===== config.mk =====
export PLATFORM = sky130hd
export DESIGN_NAME = adc_backend_top
export DESIGN_NICKNAME = d
export VERILOG_FILES = /design/src/design/adc_pkg.sv /design/src/design/tdc_decode.sv /design/src/design/code_execute.sv /design/src/design/result_stage.sv /design/src/design/csr_axil.sv /design/src/design/adc_backend_top.sv
export VERILOG_INCLUDE_DIRS = /design/src /design/src/design
export SDC_FILE = /design/constraint.sdc
export NUM_CORES = 1
export LEC_CHECK = 0
export BUFFER_PORTS_ARGS = -buffer_cell sky130_fd_sc_hd__buf_4
export CORE_MARGIN = 2
export CORE_UTILIZATION = 43
export DETAILED_ROUTE_END_ITERATION = 8
export PLACE_DENSITY = 0.7
export SETUP_SLACK_MARGIN = 0.05
export SLEW_MARGIN = 20
export SYNTH_ARGS = -nofsm -noshare
export SYNTH_HDL_FRONTEND = slang
export SYNTH_SLANG_ARGS = --single-unit

===== constraint.sdc =====
create_clock -name clk_adder -period 11.2 [get_ports clk_adder]
set_input_delay 1.12 -clock clk_adder [delete_from_list [all_inputs] [get_ports clk_adder]]
set_output_delay 1.12 -clock clk_adder [all_outputs]
set_load 0.005 [all_outputs]

===== src/design/adc_macros.svh =====
`ifndef ADC_MACROS_SVH
`define ADC_MACROS_SVH

// converter widths
`define ADC_NADC    8
`define ADC_NTAPS   255
`define ADC_CODE_W  9

// axi4-lite port widths
`define ADC_AXI_AW  4
`define ADC_AXI_DW  32

// register byte offsets
// CTRL layout: en bit 0, phase_reverse bit 1, avg_log2 bits 4:2, avg_done bit 31
`define ADC_REG_CTRL    4'h0
`define ADC_REG_OFFSET  4'h4
`define ADC_REG_SAMPLE  4'h8
`define ADC_REG_AVG     4'hC

`endif


===== src/design/adc_pkg.sv =====
`include "adc_macros.svh"

package adc_pkg;

    // word index of each register, i.e. byte offset >> 2
    typedef enum logic [1:0] {
        CSR_CTRL   = 2'(`ADC_REG_CTRL >> 2),
        CSR_OFFSET = 2'(`ADC_REG_OFFSET >> 2),
        CSR_SAMPLE = 2'(`ADC_REG_SAMPLE >> 2),
        CSR_AVG    = 2'(`ADC_REG_AVG >> 2)
    } csr_addr_e;

    typedef enum logic {
        AXI_IDLE = 1'b0,
        AXI_RESP = 1'b1   // response pending
    } axi_state_e;

    typedef struct packed {
        logic                           en;
        logic                           phase_reverse;
        logic [2:0]                     avg_log2;   // block of 2^n samples
        logic signed [`ADC_CODE_W-1:0]  offset;
    } adc_cfg_t;

    typedef struct packed {
        logic                   valid;
        logic                   sign;
        logic [`ADC_NADC-1:0]   mag;
    } tdc_count_t;

    typedef struct packed {
        logic                           valid;
        logic signed [`ADC_CODE_W-1:0]  code;
    } adc_sample_t;

    typedef struct packed {
        logic signed [`ADC_CODE_W-1:0]  last_code;
        logic signed [`ADC_CODE_W-1:0]  avg;
        logic                           avg_done;   // sticky until CTRL write
        logic [15:0]                    count;
    } adc_status_t;

endpackage


===== src/design/tdc_decode.sv =====
`timescale 1ns/10ps
`include "adc_macros.svh"

module tdc_decode (
    input  logic                    clk_adder,
    input  logic                    rstb,
    input  logic [`ADC_NTAPS-1:0]   taps,
    input  logic                    sign,
    input  logic                    valid,
    input  adc_pkg::adc_cfg_t       cfg,
    output adc_pkg::tdc_count_t     count
);

    localparam int GRP_W  = 16;
    localparam int NGRP   = (`ADC_NTAPS + GRP_W) / GRP_W;   // 16 groups cover 256 bits
    localparam int PAD_W  = NGRP * GRP_W;
    localparam int PSUM_W = $clog2(GRP_W + 1);

    logic                   pr_meta;
    logic                   pr_sync;
    logic [PAD_W-1:0]       taps_pad;
    logic [PSUM_W-1:0]      psum_d [NGRP];
    logic [PSUM_W-1:0]      psum_q [NGRP];
    logic                   s1_valid;
    logic                   s1_sign;
    logic [`ADC_NADC-1:0]   total_d;
    logic                   s2_valid;
    logic                   s2_sign;
    logic [`ADC_NADC-1:0]   s2_mag;

    // phase reverse flips the snapshot so the zeros get counted
    assign taps_pad = {(PAD_W - `ADC_NTAPS)'(0), taps ^ {`ADC_NTAPS{pr_sync}}};

    always_comb begin
        for (int g = 0; g < NGRP; g++) begin
            psum_d[g] = '0;
            for (int b = 0; b < GRP_W; b++) begin
                psum_d[g] = psum_d[g] + PSUM_W'(taps_pad[g*GRP_W + b]);
            end
        end
    end

    always_comb begin
        total_d = '0;
        for (int g = 0; g < NGRP; g++) begin
            total_d = total_d + `ADC_NADC'(psum_q[g]);
        end
    end

    always_ff @(posedge clk_adder or negedge rstb) begin
        if (!rstb) begin
            pr_meta  <= 1'b0;
            pr_sync  <= 1'b0;
            s1_valid <= 1'b0;
            s2_valid <= 1'b0;
        end else begin
            pr_meta  <= cfg.phase_reverse;
            pr_sync  <= pr_meta;
            s1_valid <= valid & cfg.en;   // conversions dropped while disabled
            s2_valid <= s1_valid;
        end
    end

    always_ff @(posedge clk_adder) begin
        psum_q  <= psum_d;
        s1_sign <= sign;
        s2_sign <= s1_sign;
        s2_mag  <= total_d;
    end

    assign count = '{valid: s2_valid, sign: s2_sign, mag: s2_mag};

endmodule


===== src/design/code_execute.sv =====
`timescale 1ns/10ps
`include "adc_macros.svh"

module code_execute (
    input  logic                    clk_adder,
    input  logic                    rstb,
    input  adc_pkg::tdc_count_t     count,
    input  adc_pkg::adc_cfg_t       cfg,
    output adc_pkg::adc_sample_t    sample
);

    // two guard bits hold +-255 minus a 9-bit offset
    localparam int WIDE_W = `ADC_CODE_W + 2;
    localparam logic signed [WIDE_W-1:0] CODE_MAX = WIDE_W'((2 ** (`ADC_CODE_W - 1)) - 1);
    localparam logic signed [WIDE_W-1:0] CODE_MIN = WIDE_W'(-(2 ** (`ADC_CODE_W - 1)));

    logic signed [WIDE_W-1:0]       mag_s;
    logic signed [WIDE_W-1:0]       off_s;
    logic signed [WIDE_W-1:0]       raw;
    logic signed [WIDE_W-1:0]       sat;
    logic                           valid_q;
    logic signed [`ADC_CODE_W-1:0]  code_q;

    always_comb begin
        mag_s = signed'(WIDE_W'(count.mag));
        off_s = WIDE_W'(cfg.offset);            // sign extends
        raw   = (count.sign ? mag_s : -mag_s) - off_s;
        if (raw > CODE_MAX) begin
            sat = CODE_MAX;
        end else if (raw < CODE_MIN) begin
            sat = CODE_MIN;
        end else begin
            sat = raw;
        end
    end

    always_ff @(posedge clk_adder or negedge rstb) begin
        if (!rstb) begin
            valid_q <= 1'b0;
        end else begin
            valid_q <= count.valid;
        end
    end

    always_ff @(posedge clk_adder) begin
        code_q <= sat[`ADC_CODE_W-1:0];
    end

    assign sample = '{valid: valid_q, code: code_q};

endmodule


===== src/design/result_stage.sv =====
`timescale 1ns/10ps
`include "adc_macros.svh"

module result_stage (
    input  logic                    clk_adder,
    input  logic                    rstb,
    input  adc_pkg::adc_sample_t    sample,
    input  adc_pkg::adc_cfg_t       cfg,
    input  logic                    clear,
    output adc_pkg::adc_status_t    status
);

    localparam int ACC_W = `ADC_CODE_W + 8;   // up to 128 codes

    logic signed [ACC_W-1:0]        acc;
    logic signed [ACC_W-1:0]        acc_next;
    logic [6:0]                     blk_cnt;
    logic [6:0]                     blk_last;
    logic signed [`ADC_CODE_W-1:0]  last_code;
    logic signed [`ADC_CODE_W-1:0]  avg;
    logic                           avg_done;
    logic [15:0]                    smp_count;

    always_comb begin
        acc_next = acc + ACC_W'(sample.code);
        blk_last = 7'((8'd1 << cfg.avg_log2) - 8'd1);
    end

    // last code survives a clear so SAMPLE keeps reading it
    always_ff @(posedge clk_adder or negedge rstb) begin
        if (!rstb) begin
            last_code <= '0;
        end else if (sample.valid) begin
            last_code <= sample.code;
        end
    end

    always_ff @(posedge clk_adder or negedge rstb) begin
        if (!rstb) begin
            acc       <= '0;
            blk_cnt   <= '0;
            avg       <= '0;
            avg_done  <= 1'b0;
            smp_count <= '0;
        end else if (clear) begin
            acc       <= '0;
            blk_cnt   <= '0;
            avg_done  <= 1'b0;
            smp_count <= '0;
        end else if (sample.valid) begin
            if (smp_count != 16'hFFFF) begin
                smp_count <= smp_count + 16'd1;
            end
            if (blk_cnt >= blk_last) begin
                // floor average, block restarts
                avg      <= `ADC_CODE_W'(acc_next >>> cfg.avg_log2);
                acc      <= '0;
                blk_cnt  <= '0;
                avg_done <= 1'b1;
            end else begin
                acc     <= acc_next;
                blk_cnt <= blk_cnt + 7'd1;
            end
        end
    end

    assign status = '{last_code: last_code, avg: avg, avg_done: avg_done, count: smp_count};

endmodule


===== src/design/csr_axil.sv =====
`timescale 1ns/10ps
`include "adc_macros.svh"

module csr_axil (
    input  logic                        clk_adder,
    input  logic                        rstb,
    input  logic [`ADC_AXI_AW-1:0]      awaddr,
    input  logic                        awvalid,
    output logic                        awready,
    input  logic [`ADC_AXI_DW-1:0]      wdata,
    input  logic [`ADC_AXI_DW/8-1:0]    wstrb,
    input  logic                        wvalid,
    output logic                        wready,
    output logic [1:0]                  bresp,
    output logic                        bvalid,
    input  logic                        bready,
    input  logic [`ADC_AXI_AW-1:0]      araddr,
    input  logic                        arvalid,
    output logic                        arready,
    output logic [`ADC_AXI_DW-1:0]      rdata,
    output logic [1:0]                  rresp,
    output logic                        rvalid,
    input  logic                        rready,
    output adc_pkg::adc_cfg_t           cfg,
    output logic                        clear,
    input  adc_pkg::adc_status_t        status
);

    adc_pkg::axi_state_e        wr_state;
    adc_pkg::axi_state_e        rd_state;
    adc_pkg::csr_addr_e         wr_word;
    adc_pkg::csr_addr_e         rd_word;
    adc_pkg::adc_cfg_t          cfg_q;
    logic                       clear_q;
    logic [`ADC_AXI_DW-1:0]     rd_mux;
    logic [`ADC_AXI_DW-1:0]     rdata_q;

    // aw and w taken together, nothing new while a response waits
    assign awready = (wr_state == adc_pkg::AXI_IDLE) && awvalid && wvalid;
    assign wready  = awready;
    assign bvalid  = (wr_state == adc_pkg::AXI_RESP);
    assign bresp   = 2'b00;
    assign wr_word = adc_pkg::csr_addr_e'(awaddr[`ADC_AXI_AW-1:2]);

    always_ff @(posedge clk_adder or negedge rstb) begin
        if (!rstb) begin
            wr_state <= adc_pkg::AXI_IDLE;
            cfg_q    <= '0;
            clear_q  <= 1'b0;
        end else begin
            clear_q <= 1'b0;
            case (wr_state)
                adc_pkg::AXI_IDLE: begin
                    if (awready) begin
                        wr_state <= adc_pkg::AXI_RESP;
                        case (wr_word)
                            adc_pkg::CSR_CTRL: begin
                                if (wstrb[0]) begin
                                    cfg_q.en            <= wdata[0];
                                    cfg_q.phase_reverse <= wdata[1];
                                    cfg_q.avg_log2      <= wdata[4:2];
                                    clear_q             <= 1'b1;
                                end
                            end
                            adc_pkg::CSR_OFFSET: begin
                                if (wstrb[0]) cfg_q.offset[7:0] <= wdata[7:0];
                                if (wstrb[1]) begin
                                    cfg_q.offset[`ADC_CODE_W-1:8] <= wdata[`ADC_CODE_W-1:8];
                                end
                            end
                            default: ;  // SAMPLE and AVG are read only
                        endcase
                    end
                end
                adc_pkg::AXI_RESP: begin
                    if (bready) wr_state <= adc_pkg::AXI_IDLE;
                end
                default: wr_state <= adc_pkg::AXI_IDLE;
            endcase
        end
    end

    assign arready = (rd_state == adc_pkg::AXI_IDLE) && arvalid;
    assign rvalid  = (rd_state == adc_pkg::AXI_RESP);
    assign rresp   = 2'b00;
    assign rd_word = adc_pkg::csr_addr_e'(araddr[`ADC_AXI_AW-1:2]);

    always_comb begin
        case (rd_word)
            adc_pkg::CSR_CTRL: begin
                rd_mux = {status.avg_done, (`ADC_AXI_DW - 6)'(0), cfg_q.avg_log2,
                          cfg_q.phase_reverse, cfg_q.en};
            end
            adc_pkg::CSR_OFFSET: rd_mux = `ADC_AXI_DW'(cfg_q.offset);
            adc_pkg::CSR_SAMPLE: rd_mux = `ADC_AXI_DW'(status.last_code);
            default:             rd_mux = `ADC_AXI_DW'(status.avg);
        endcase
    end

    always_ff @(posedge clk_adder or negedge rstb) begin
        if (!rstb) begin
            rd_state <= adc_pkg::AXI_IDLE;
        end else if (rd_state == adc_pkg::AXI_IDLE) begin
            if (arready) rd_state <= adc_pkg::AXI_RESP;
        end else if (rready) begin
            rd_state <= adc_pkg::AXI_IDLE;
        end
    end

    // held stable while rvalid is up
    always_ff @(posedge clk_adder) begin
        if (arready) rdata_q <= rd_mux;
    end

    assign rdata = rdata_q;
    assign cfg   = cfg_q;
    assign clear = clear_q;

endmodule


===== src/design/adc_backend_top.sv =====
`timescale 1ns/10ps
`include "adc_macros.svh"

module adc_backend_top (
    input  logic                        clk_adder,
    input  logic                        rstb,
    input  logic [`ADC_NTAPS-1:0]       tdc_taps,
    input  logic                        pfd_sign,
    input  logic                        tdc_valid,
    output adc_pkg::adc_sample_t        sample,
    input  logic [`ADC_AXI_AW-1:0]      awaddr,
    input  logic                        awvalid,
    output logic                        awready,
    input  logic [`ADC_AXI_DW-1:0]      wdata,
    input  logic [`ADC_AXI_DW/8-1:0]    wstrb,
    input  logic                        wvalid,
    output logic                        wready,
    output logic [1:0]                  bresp,
    output logic                        bvalid,
    input  logic                        bready,
    input  logic [`ADC_AXI_AW-1:0]      araddr,
    input  logic                        arvalid,
    output logic                        arready,
    output logic [`ADC_AXI_DW-1:0]      rdata,
    output logic [1:0]                  rresp,
    output logic                        rvalid,
    input  logic                        rready
);

    adc_pkg::adc_cfg_t      cfg;
    adc_pkg::tdc_count_t    tdc_count;
    adc_pkg::adc_status_t   status;
    logic                   clear;

    tdc_decode u_decode (
        .clk_adder (clk_adder),
        .rstb      (rstb),
        .taps      (tdc_taps),
        .sign      (pfd_sign),
        .valid     (tdc_valid),
        .cfg       (cfg),
        .count     (tdc_count)
    );

    code_execute u_execute (
        .clk_adder (clk_adder),
        .rstb      (rstb),
        .count     (tdc_count),
        .cfg       (cfg),
        .sample    (sample)
    );

    result_stage u_result (
        .clk_adder (clk_adder),
        .rstb      (rstb),
        .sample    (sample),
        .cfg       (cfg),
        .clear     (clear),
        .status    (status)
    );

    csr_axil u_csr (
        .clk_adder (clk_adder),
        .rstb      (rstb),
        .awaddr    (awaddr),
        .awvalid   (awvalid),
        .awready   (awready),
        .wdata     (wdata),
        .wstrb     (wstrb),
        .wvalid    (wvalid),
        .wready    (wready),
        .bresp     (bresp),
        .bvalid    (bvalid),
        .bready    (bready),
        .araddr    (araddr),
        .arvalid   (arvalid),
        .arready   (arready),
        .rdata     (rdata),
        .rresp     (rresp),
        .rvalid    (rvalid),
        .rready    (rready),
        .cfg       (cfg),
        .clear     (clear),
        .status    (status)
    );

endmodule


# Word-level counts from Yosys, hierarchy flattened
# Cells that the tools add are included.
# W data, S select, Z words.
# word_totals
in_bits	308
reg_bits	196
word_cells	345
# op_classes
magnitude_cmp	3
eq_ne	3
n_bitwise	5
n_mux	22
addsub	259
n_shift	2
n_reduce_logical	12
# op_table
cell	count
$add A5 B1 Y5	223
$xor A255 B255 Y255	1
$add A8 B5 Y8	14
$pmux W32 S3	1
$mux W17	3
$add A1 B1 Y2	16
$mux W7	3
$add A17 B9 Y17	1
$sshr A17 B3 Y9	1
$mux W1	12
$reduce_and A4 Y1	3
$gt A11 B9 Y1 const B	1
$lt A11 B9 Y1 const B	1
$mux W11	1
$neg A8 Y11	1
$sub A11 B9 Y11	1
$mux W9	1
$add A7 B1 Y7 const B	1
$ge A7 B7 Y1	1
$shl A1 B3 Y7 const A	1
$sub A7 B1 Y7 const B	1
$add A5 B5 Y6	1
$eq A2 B1 Y1 const B	2
$logic_not A2 Y1	2
8 further kinds	13

# Logic depth before layout (Yosys ltp)
# Gate-level depths: netlist of the first run.
# depth
word_depth	16
mapped_depth	22
ltp_nobuf	22

# Modules after synthesis
# Synthesis of the first run repeated with hierarchy kept, for this count alone.
# unflattened
hier_cells	1659
area_unflattened_um2	18418.9
# modules_own_cells
module	seq_area_each_um2	area_per_inst_um2	cells_per_inst	n_inst
tdc_decode	1881.8	11858.9	992	1
result_stage	1451.4	3932.5	426	1
csr_axil	725.7	1445.1	100	1
code_execute	205.2	1182.4	141	1

# Worst setup path after synthesis of the first run
# No wires, ideal clock.
# synth_path
path_kind	register -> register
from	register u_decode.psum_q[70] (netlist bit)
to	register u_decode.s2_mag[7]
setup_ns	0.120
setup_slack_ns	5.786
stages_incl_launch_ff	23
t_arrival_ns	5.294
synth_period_minus_slack_ns	5.414
cell_sequence	dfxtp_1 > ha_1 > inv_1 > fa_1 > inv_1 > a21o_1 > a21oi_1 > xnor2_1 > fa_1 > inv_1 > fa_1 > fa_1 > fa_1 > inv_1 > fa_1 > inv_1 > fa_1 > inv_1 > ha_1 > a21oi_1 > o21bai_1 > a21oi_1 > xnor2_1
# synth_between
elab_chain_len	15
# synth_rtl
element	line	rtl
from (decl)	tdc_decode.sv:23	logic [PSUM_W-1:0] psum_q [NGRP];
from (signal assigned)	tdc_decode.sv:65	psum_q <= psum_d;
$add A5 B5 Y6	tdc_decode.sv:46	total_d = total_d + `ADC_NADC'(psum_q[g]);
$add A8 B5 Y8 (14 in a row)	tdc_decode.sv:46	
via u_decode.total_d[7]	tdc_decode.sv:26	logic [`ADC_NADC-1:0] total_d;
to (signal assigned)	tdc_decode.sv:68	s2_mag <= total_d;
to (decl)	tdc_decode.sv:29	logic [`ADC_NADC-1:0] s2_mag;
# The timed path passes the listed nets, and every way through them passes these cells.
# A chain may end at the register's enable or synchronous reset.

# Final worst setup path of the first run
# Same ends and word-level chain as after synthesis.

==> results.toml, run 1 <==
[die]
die_h_um = 201
coreArea_um2 = 38500
die_w_um = 201
die_area_um2 = 40300
start_util_pct = 43.3
row_count = 72
ioPinCount = 359

[sta]
skew_ns = 0.00865
setup_viol = 0
finalCriticalPeriod_ns = 5.69
hold_viol_final = 0
drv_slew = 0
max_slew_margin_pct = 41.2
post-route-period-util_pct = 50.8
tightest_slew_ns = 0.882
fmax_ghz = 0.176
rsz0062_at_grt = "false"
finalSetupTns_ns = 0

[detailed_routing]
ant_nets = 0
vias = 11000
post_drt_wl_per_cell_um = 16.0
drc_errors = 0
drt_iter0_markers = 367
viasPerCell = 4.80
wl_um = 36700
dr.pass1.iters = 5

[synth]
yosys.area.top_type = "fa_1"
syn_avg_cell_area_um2 = 11.2
ys_top_cells_by_area = "fa_1, xor2_1, dfxtp_1"
synth.area.mux_share_pct = 4.12
synth_compound_area_share_pct = 7.41
synth_cells = 1492
synth_top_cell_area_share_pct = 26.9
synth_seq_area_share_pct = 23.3
synth_top_family_by_area = "adder cells"
synth_xor_area_share_pct = 17.1
ys_ff_latch = 173
syn_area_um2 = 16600
ys_warn_count = 0
synth_edf_count = 10
synth_cell_types = 69
synth_fa_ha_area_share_pct = 37.1
synth_ff_type = "dfxtp_1"
yosys.area_share.simple_pct = 5.40
async_flop_share_pct = 37.0

[cts]
max-clock-path-buffers = 2
postCtsSetupBuffers = 0
cts_root_buf = "clkbuf_16"
cts_buffers = 17
cts-resized-gates = 0
cts.sinks = 173
cts.htree.levels = 4
clkLatencyLatePin_ns = 0.43
clk_pin_slew_ns = 0.07
cts_hold_buf = 0
cts_tree = "done"

[finish]
final_core_util_pct = 52.0
area_growth_pct = 20.2
drive_above_1_share_pct = 23.6
final_nets = 2437

[critical_path]
critical_path.startpoint_type = "flop"
crit_path_frequent_cell = "fa_1"
crit_fanout = 3
crit_chain = "ha_1 -> inv_1 -> fa_1 -> inv_1 -> a21o_1 -> a21oi_1 -> xnor2_1 -> fa_1 -> inv_1 -> fa_1 -> fa_1 -> fa_1 -> inv_1 -> fa_1 -> inv_1 -> fa_1 -> inv_1 -> ha_1 -> a21oi_1 -> o21bai_1 -> a21oi_1 -> xnor2_1"
required_ns = 11.51
crit_path_end_kind = "flop"
cp_slowest_cell = "fa_1"
r2r_cells = 22
startpoint = "u_decode.psum_q[70]"
r2r-end = "u_decode.s2_mag[7]"
path_buf_inv = 6
r2r_start = "u_decode.psum_q[70]"
worstSetupPathType = "reg2reg"
reg2reg_setup_slack_ns = 5.51
critPathTopFamily = "adder cells"
max_stage_delay_ns = 0.55
crit_arrival_ns = 6.00

[global_routing]
grt_pass1_wl_um = 60000
antenna_found_initial = 1
track_usage_pct = 18.8
grt_pass1_vias = 11900
grt_max_degree = 65
grt_remaining_overflow = 0

[run_status]
status = "completed"

[hold_path]
holdPathStages = 0
holdPathEnd = "u_decode.s2_valid"
min_path_type = "reg2reg"
hold_start = "u_decode.s1_valid"

[placement]
gp_congestion = 0.860
dp_hpwl_um = 31200
port_buffers = 325

[run]
drv_cap = 0
metrics by stage:
stage / worst slack [ns] / instances / cell area [um2] / hold WS [ns]
6_report: 5.51 / 2302 / 20000 / 0.361
3_5_place_dp: 5.52 / 2269 / 19400 / 0.351
4_1_cts: 5.48 / 2301 / 20000 / 0.367
3_3_place_gp: 5.53 / 2269 / 19400 / 0.334
2_1_floorplan: 5.79 / 1495 / 16700 / 0.310
5_1_grt: 5.15 / 2302 / 20000 / 0.378
state kept, by name (all words and copies together) (netlist names):
register            cells
u_decode.pr_meta        1
u_csr.cfg              14
u_execute.valid_q       1
u_decode.pr_sync        1
u_csr.rdata            10
u_execute.code_q        9
u_csr.rvalid            1
u_decode.s1_valid       1
u_result.avg_done       1
u_decode.s2_valid       1
u_result.avg            9
u_csr.clear             1
u_result.last_code      9
u_csr.bvalid            1
u_decode.s2_sign        1
u_result.blk_cnt        7
u_result.acc           16
u_decode.psum_q        80
u_decode.s1_sign        1
u_decode.s2_mag         8
layer usage:
metal	vias to the layer above	share of wire [%]	track usage (%)
li1	5358	-	-
met1	5360	42	23.5
met2	303	51	33.3
met3	26	5.4	3.67
met4	0	1.5	4.84
met5	-	0	0
layout make-up:
cell class	count	area (um2)
clock buffer	19	454
inverter	141	529
sequential	173	3890
clock inverter	13	149
timing repair buffer	332	2490
tap	518	648
antenna	1	2.50
multi-input combinational	1105	11900
fill	3384	18500
cells by family (layout without fill, tap and decap cells):
logic type	after synthesis	in the layout
compound gates	182	182
xor+xnor	324	324
fa+ha+maj	359	359
buf+inv	217	505
flops	173	173
mux	50	50
other cells	1	5
simple gates	186	186
cell usage after synthesis (10+ instances only):
cell type	instances
mux2i_1	10
buf_1	25
mux4_2	12
a21oi_1	68
edfxtp_1	10
o21ai_0	10
clkbuf_1	20
xor2_1	265
xnor2_1	58
fa_1	224
ha_1	135
nand2_1	58
a21o_1	34
inv_1	139
buf_4	28
dfxtp_1	99
nor3_1	12
nand3_1	12
mux2_2	27
dfrtp_1	64
nor2b_1	26
nor2_1	42
nand2b_1	15
layout by cell type, fill, tap and decap left out, types with 3 or more instances in the layout:
cell | Yosys | routed
buf_4 | 28 | 332
xor2_1 | 265 | 265
fa_1 | 224 | 224
inv_1 | 139 | 139
ha_1 | 135 | 135
dfxtp_1 | 99 | 99
a21oi_1 | 68 | 68
dfrtp_1 | 64 | 63
xnor2_1 | 58 | 58
nand2_1 | 58 | 58
nor2_1 | 42 | 42
a21o_1 | 34 | 34
mux2_2 | 27 | 27
nor2b_1 | 26 | 26
clkbuf_16 | 0 | 18
nand2b_1 | 15 | 15
nor3_1 | 12 | 12
mux4_2 | 12 | 12
nand3_1 | 12 | 12
o21ai_0 | 10 | 10
mux2i_1 | 10 | 10
edfxtp_1 | 10 | 10
o21a_1 | 8 | 8
o21ai_1 | 8 | 8
o31ai_1 | 7 | 7
inv_6 | 0 | 6
a22o_1 | 5 | 5
o211ai_1 | 5 | 5
nand3b_1 | 4 | 4
and2_1 | 4 | 4
a21oi_2 | 4 | 4
conb_1 | 1 | 4
or3_1 | 3 | 3
o21bai_1 | 3 | 3
a211o_1 | 3 | 3
a211oi_1 | 3 | 3
worst max-delay path by stage:
stage	end	slack (ns)	depth (start not counted)
floorplan	u_decode.s2_mag[7]	5.79	22
global placement	u_decode.s2_mag[7]	5.53	22
detailed placement	u_decode.s2_mag[7]	5.52	22
CTS	u_decode.s2_mag[7]	5.48	22
global route	u_decode.s2_mag[7]	5.15	22
finish	u_decode.s2_mag[7]	5.51	22
Power of run 1 is left out: the tool's default activity adds up to more than one toggle a clock period on the data nets, which glitch-free logic cannot reach.
==> run 2, diff against run 1 <==
==> constraint.sdc (replaced) <==
create_clock -name clk_adder -period 5.8 [get_ports clk_adder]
set_input_delay 0.58 -clock clk_adder [delete_from_list [all_inputs] [get_ports clk_adder]]
set_output_delay 0.58 -clock clk_adder [all_outputs]
set_load 0.005 [all_outputs]
==> run 2 against run 1 <==
Against the previous run:
- die area did not move
- worst hold slack got worse by 0.13 ns
- via count barely moved
- register-to-register slack got worse by 5.2 ns
- sequential share of layout area fell by 0.068 points
- non-clock buffer count rose by 3
- count of clock-buffer cells in the layout fell by 1
- clock skew rose by 0.0036 ns
- worst setup slack got worse by 5.2 ns
- first-iteration DRC count fell by 13%
- cell count rose by 0.13%
==> results.toml, run 2 (synthesized netlist as in run 1, its figures left out) <==
[critical_path]
worstSetupPathType = "reg2reg"
path_buf_inv = 2
critical_path.startpoint_type = "flop"
cp.depth = 17
crit_path_frequent_cell = "fa_1"
cp_slowest_cell = "fa_1"
r2r_start = "u_decode.psum_q[70]"
crit_fanout = 2
required_ns = 6.16
crit_path_end_kind = "flop"
startpoint = "u_decode.psum_q[70]"
crit_chain = "ha_1 -> inv_1 -> fa_2 -> xor2_1 -> fa_1 -> fa_1 -> fa_1 -> fa_1 -> inv_1 -> fa_1 -> fa_1 -> ha_1 -> fa_1 -> a21oi_1 -> nor2_1 -> nor2_1 -> xnor2_1"
reg2reg_setup_slack_ns = 0.31
crit_arrival_ns = 5.84
critPathCapture = "u_decode.s2_mag[6]"
critPathTopFamily = "adder cells"
r2r_cells = 17
r2r-end = "u_decode.s2_mag[6]"
max_stage_delay_ns = 0.56

[sta]
rsz0062_at_grt = "false"
post-route-period-util_pct = 94.6
fmax_ghz = 0.182
drv_slew = 0
setup_viol = 0
tightest_slew_ns = 0.873
max_slew_margin_pct = 41.8
finalCriticalPeriod_ns = 5.49
skew_ns = 0.0122
hold_viol_final = 0
finalSetupTns_ns = 0

[detailed_routing]
wl_met3_um = 1950
dr.pass1.iters = 4
vias = 11000
met1_length_um = 15100
viasPerCell = 4.79
post_drt_wl_per_cell_um = 16.1
highest_layer = "met4"
wl_um = 37200
ant_nets = 0
drt_iter0_markers = 321
drc_errors = 0
wl_met2_um = 19500

[cts]
clk_pin_slew_ns = 0.07
clkLatencyLatePin_ns = 0.43
cts_tree = "done"
cts.sinks = 173
max-clock-path-buffers = 2
cts_root_buf = "clkbuf_16"
cts.htree.levels = 4
cts_buffers = 17

[die]
coreArea_um2 = 38500
die_area_um2 = 40300
ioPinCount = 359
start_util_pct = 43.3
row_count = 72
die_h_um = 201
die_w_um = 201

[run]
drv_cap = 0

[finish]
drive_above_1_share_pct = 24.0
regMostFlops = "u_decode.psum_q"
final_nets = 2440
final_cell_mix = "buf_4, xor2_1, fa_1, inv_1, ha_1"
largest_register_ff_count = 80
area_growth_pct = 20.6
final_common_cell = "buf_4"

[global_routing]
grt_max_degree = 74
grt_pass1_vias = 12000
grt_remaining_overflow = 0
grt_pass1_wl_um = 60300
track_usage_pct = 19.0
antenna_found_initial = 1

[placement]
dp_hpwl_um = 31900
port_buffers = 325
gp_congestion = 0.838

[hold_path]
min_path_type = "in2async"

[run_status]
status = "completed"
-- run 2: through the flow --
step                      std cells  setup WS, ns  hold WS, ns  area [um2]  util, %
after floorplan                1495         0.386        0.284       16700        -
after global placement         2271         0.185        0.334       19500     50.6
after detailed placement       2271         0.116        0.335       19500     50.6
after CTS                      2303         0.100        0.227       20100     52.1
after global routing           2305        0.0537        0.231       20100     52.2
final                          2305         0.314        0.231       20100     52.2
-- run 2: cell type report --
| type | count | area (um2) |
|---|---|---|
| well taps | 518 | 648 |
| clock buffers | 18 | 450 |
| repair buffers | 335 | 2550 |
| diodes | 1 | 2.50 |
| clock inverters | 14 | 144 |
| fillers | 3343 | 18400 |
| multi-input cells | 1105 | 11900 |
| inverters | 141 | 529 |
| flip-flops and latches | 173 | 3890 |
-- run 2: worst min-delay path by stage --
stage                      start  cells after the start                   to  slack (ns)
2_1_floorplan               rstb                      0         u_csr.bvalid        0.28
3_3_place_gp   u_decode.s2_valid                      0    u_execute.valid_q        0.33
3_5_place_dp   u_decode.s2_valid                      0    u_execute.valid_q        0.33
4_1_cts                 pfd_sign                      1     u_decode.s1_sign        0.23
5_1_grt                 pfd_sign                      1     u_decode.s1_sign        0.23
6_report                    rstb                      1  u_result.blk_cnt[6]        0.23
-- run 2: worst reg2reg max path, cell delays in order, from the launching register on --
cell and delay (ns):
dfxtp_1 0.32, ha_1 0.16, inv_1 0.06, fa_2 0.34
xor2_1 0.25, fa_1 0.49, fa_1 0.52, fa_1 0.54
fa_1 0.56, inv_1 0.06, fa_1 0.50, fa_1 0.49
ha_1 0.24, fa_1 0.41, a21oi_1 0.18, nor2_1 0.06
nor2_1 0.11, xnor2_1 0.12
-- run 2: layer usage --
layer / GRT usage, % / up-vias
met2: 34.6 / 298
met4: 4.84 / 0
li1: - / 5365
met5: 0 / -
met3: 3.81 / 35
met1: 22.8 / 5344
-- run 2: repair_timing --
action	CTS	global route
endpoints found under the hold margin	0	0
setup buffers	0	1
resized for setup	0	3
setup endpoints to repair	0	2
hold buffers	0	0
Power of run 2 is left out for the same reason.
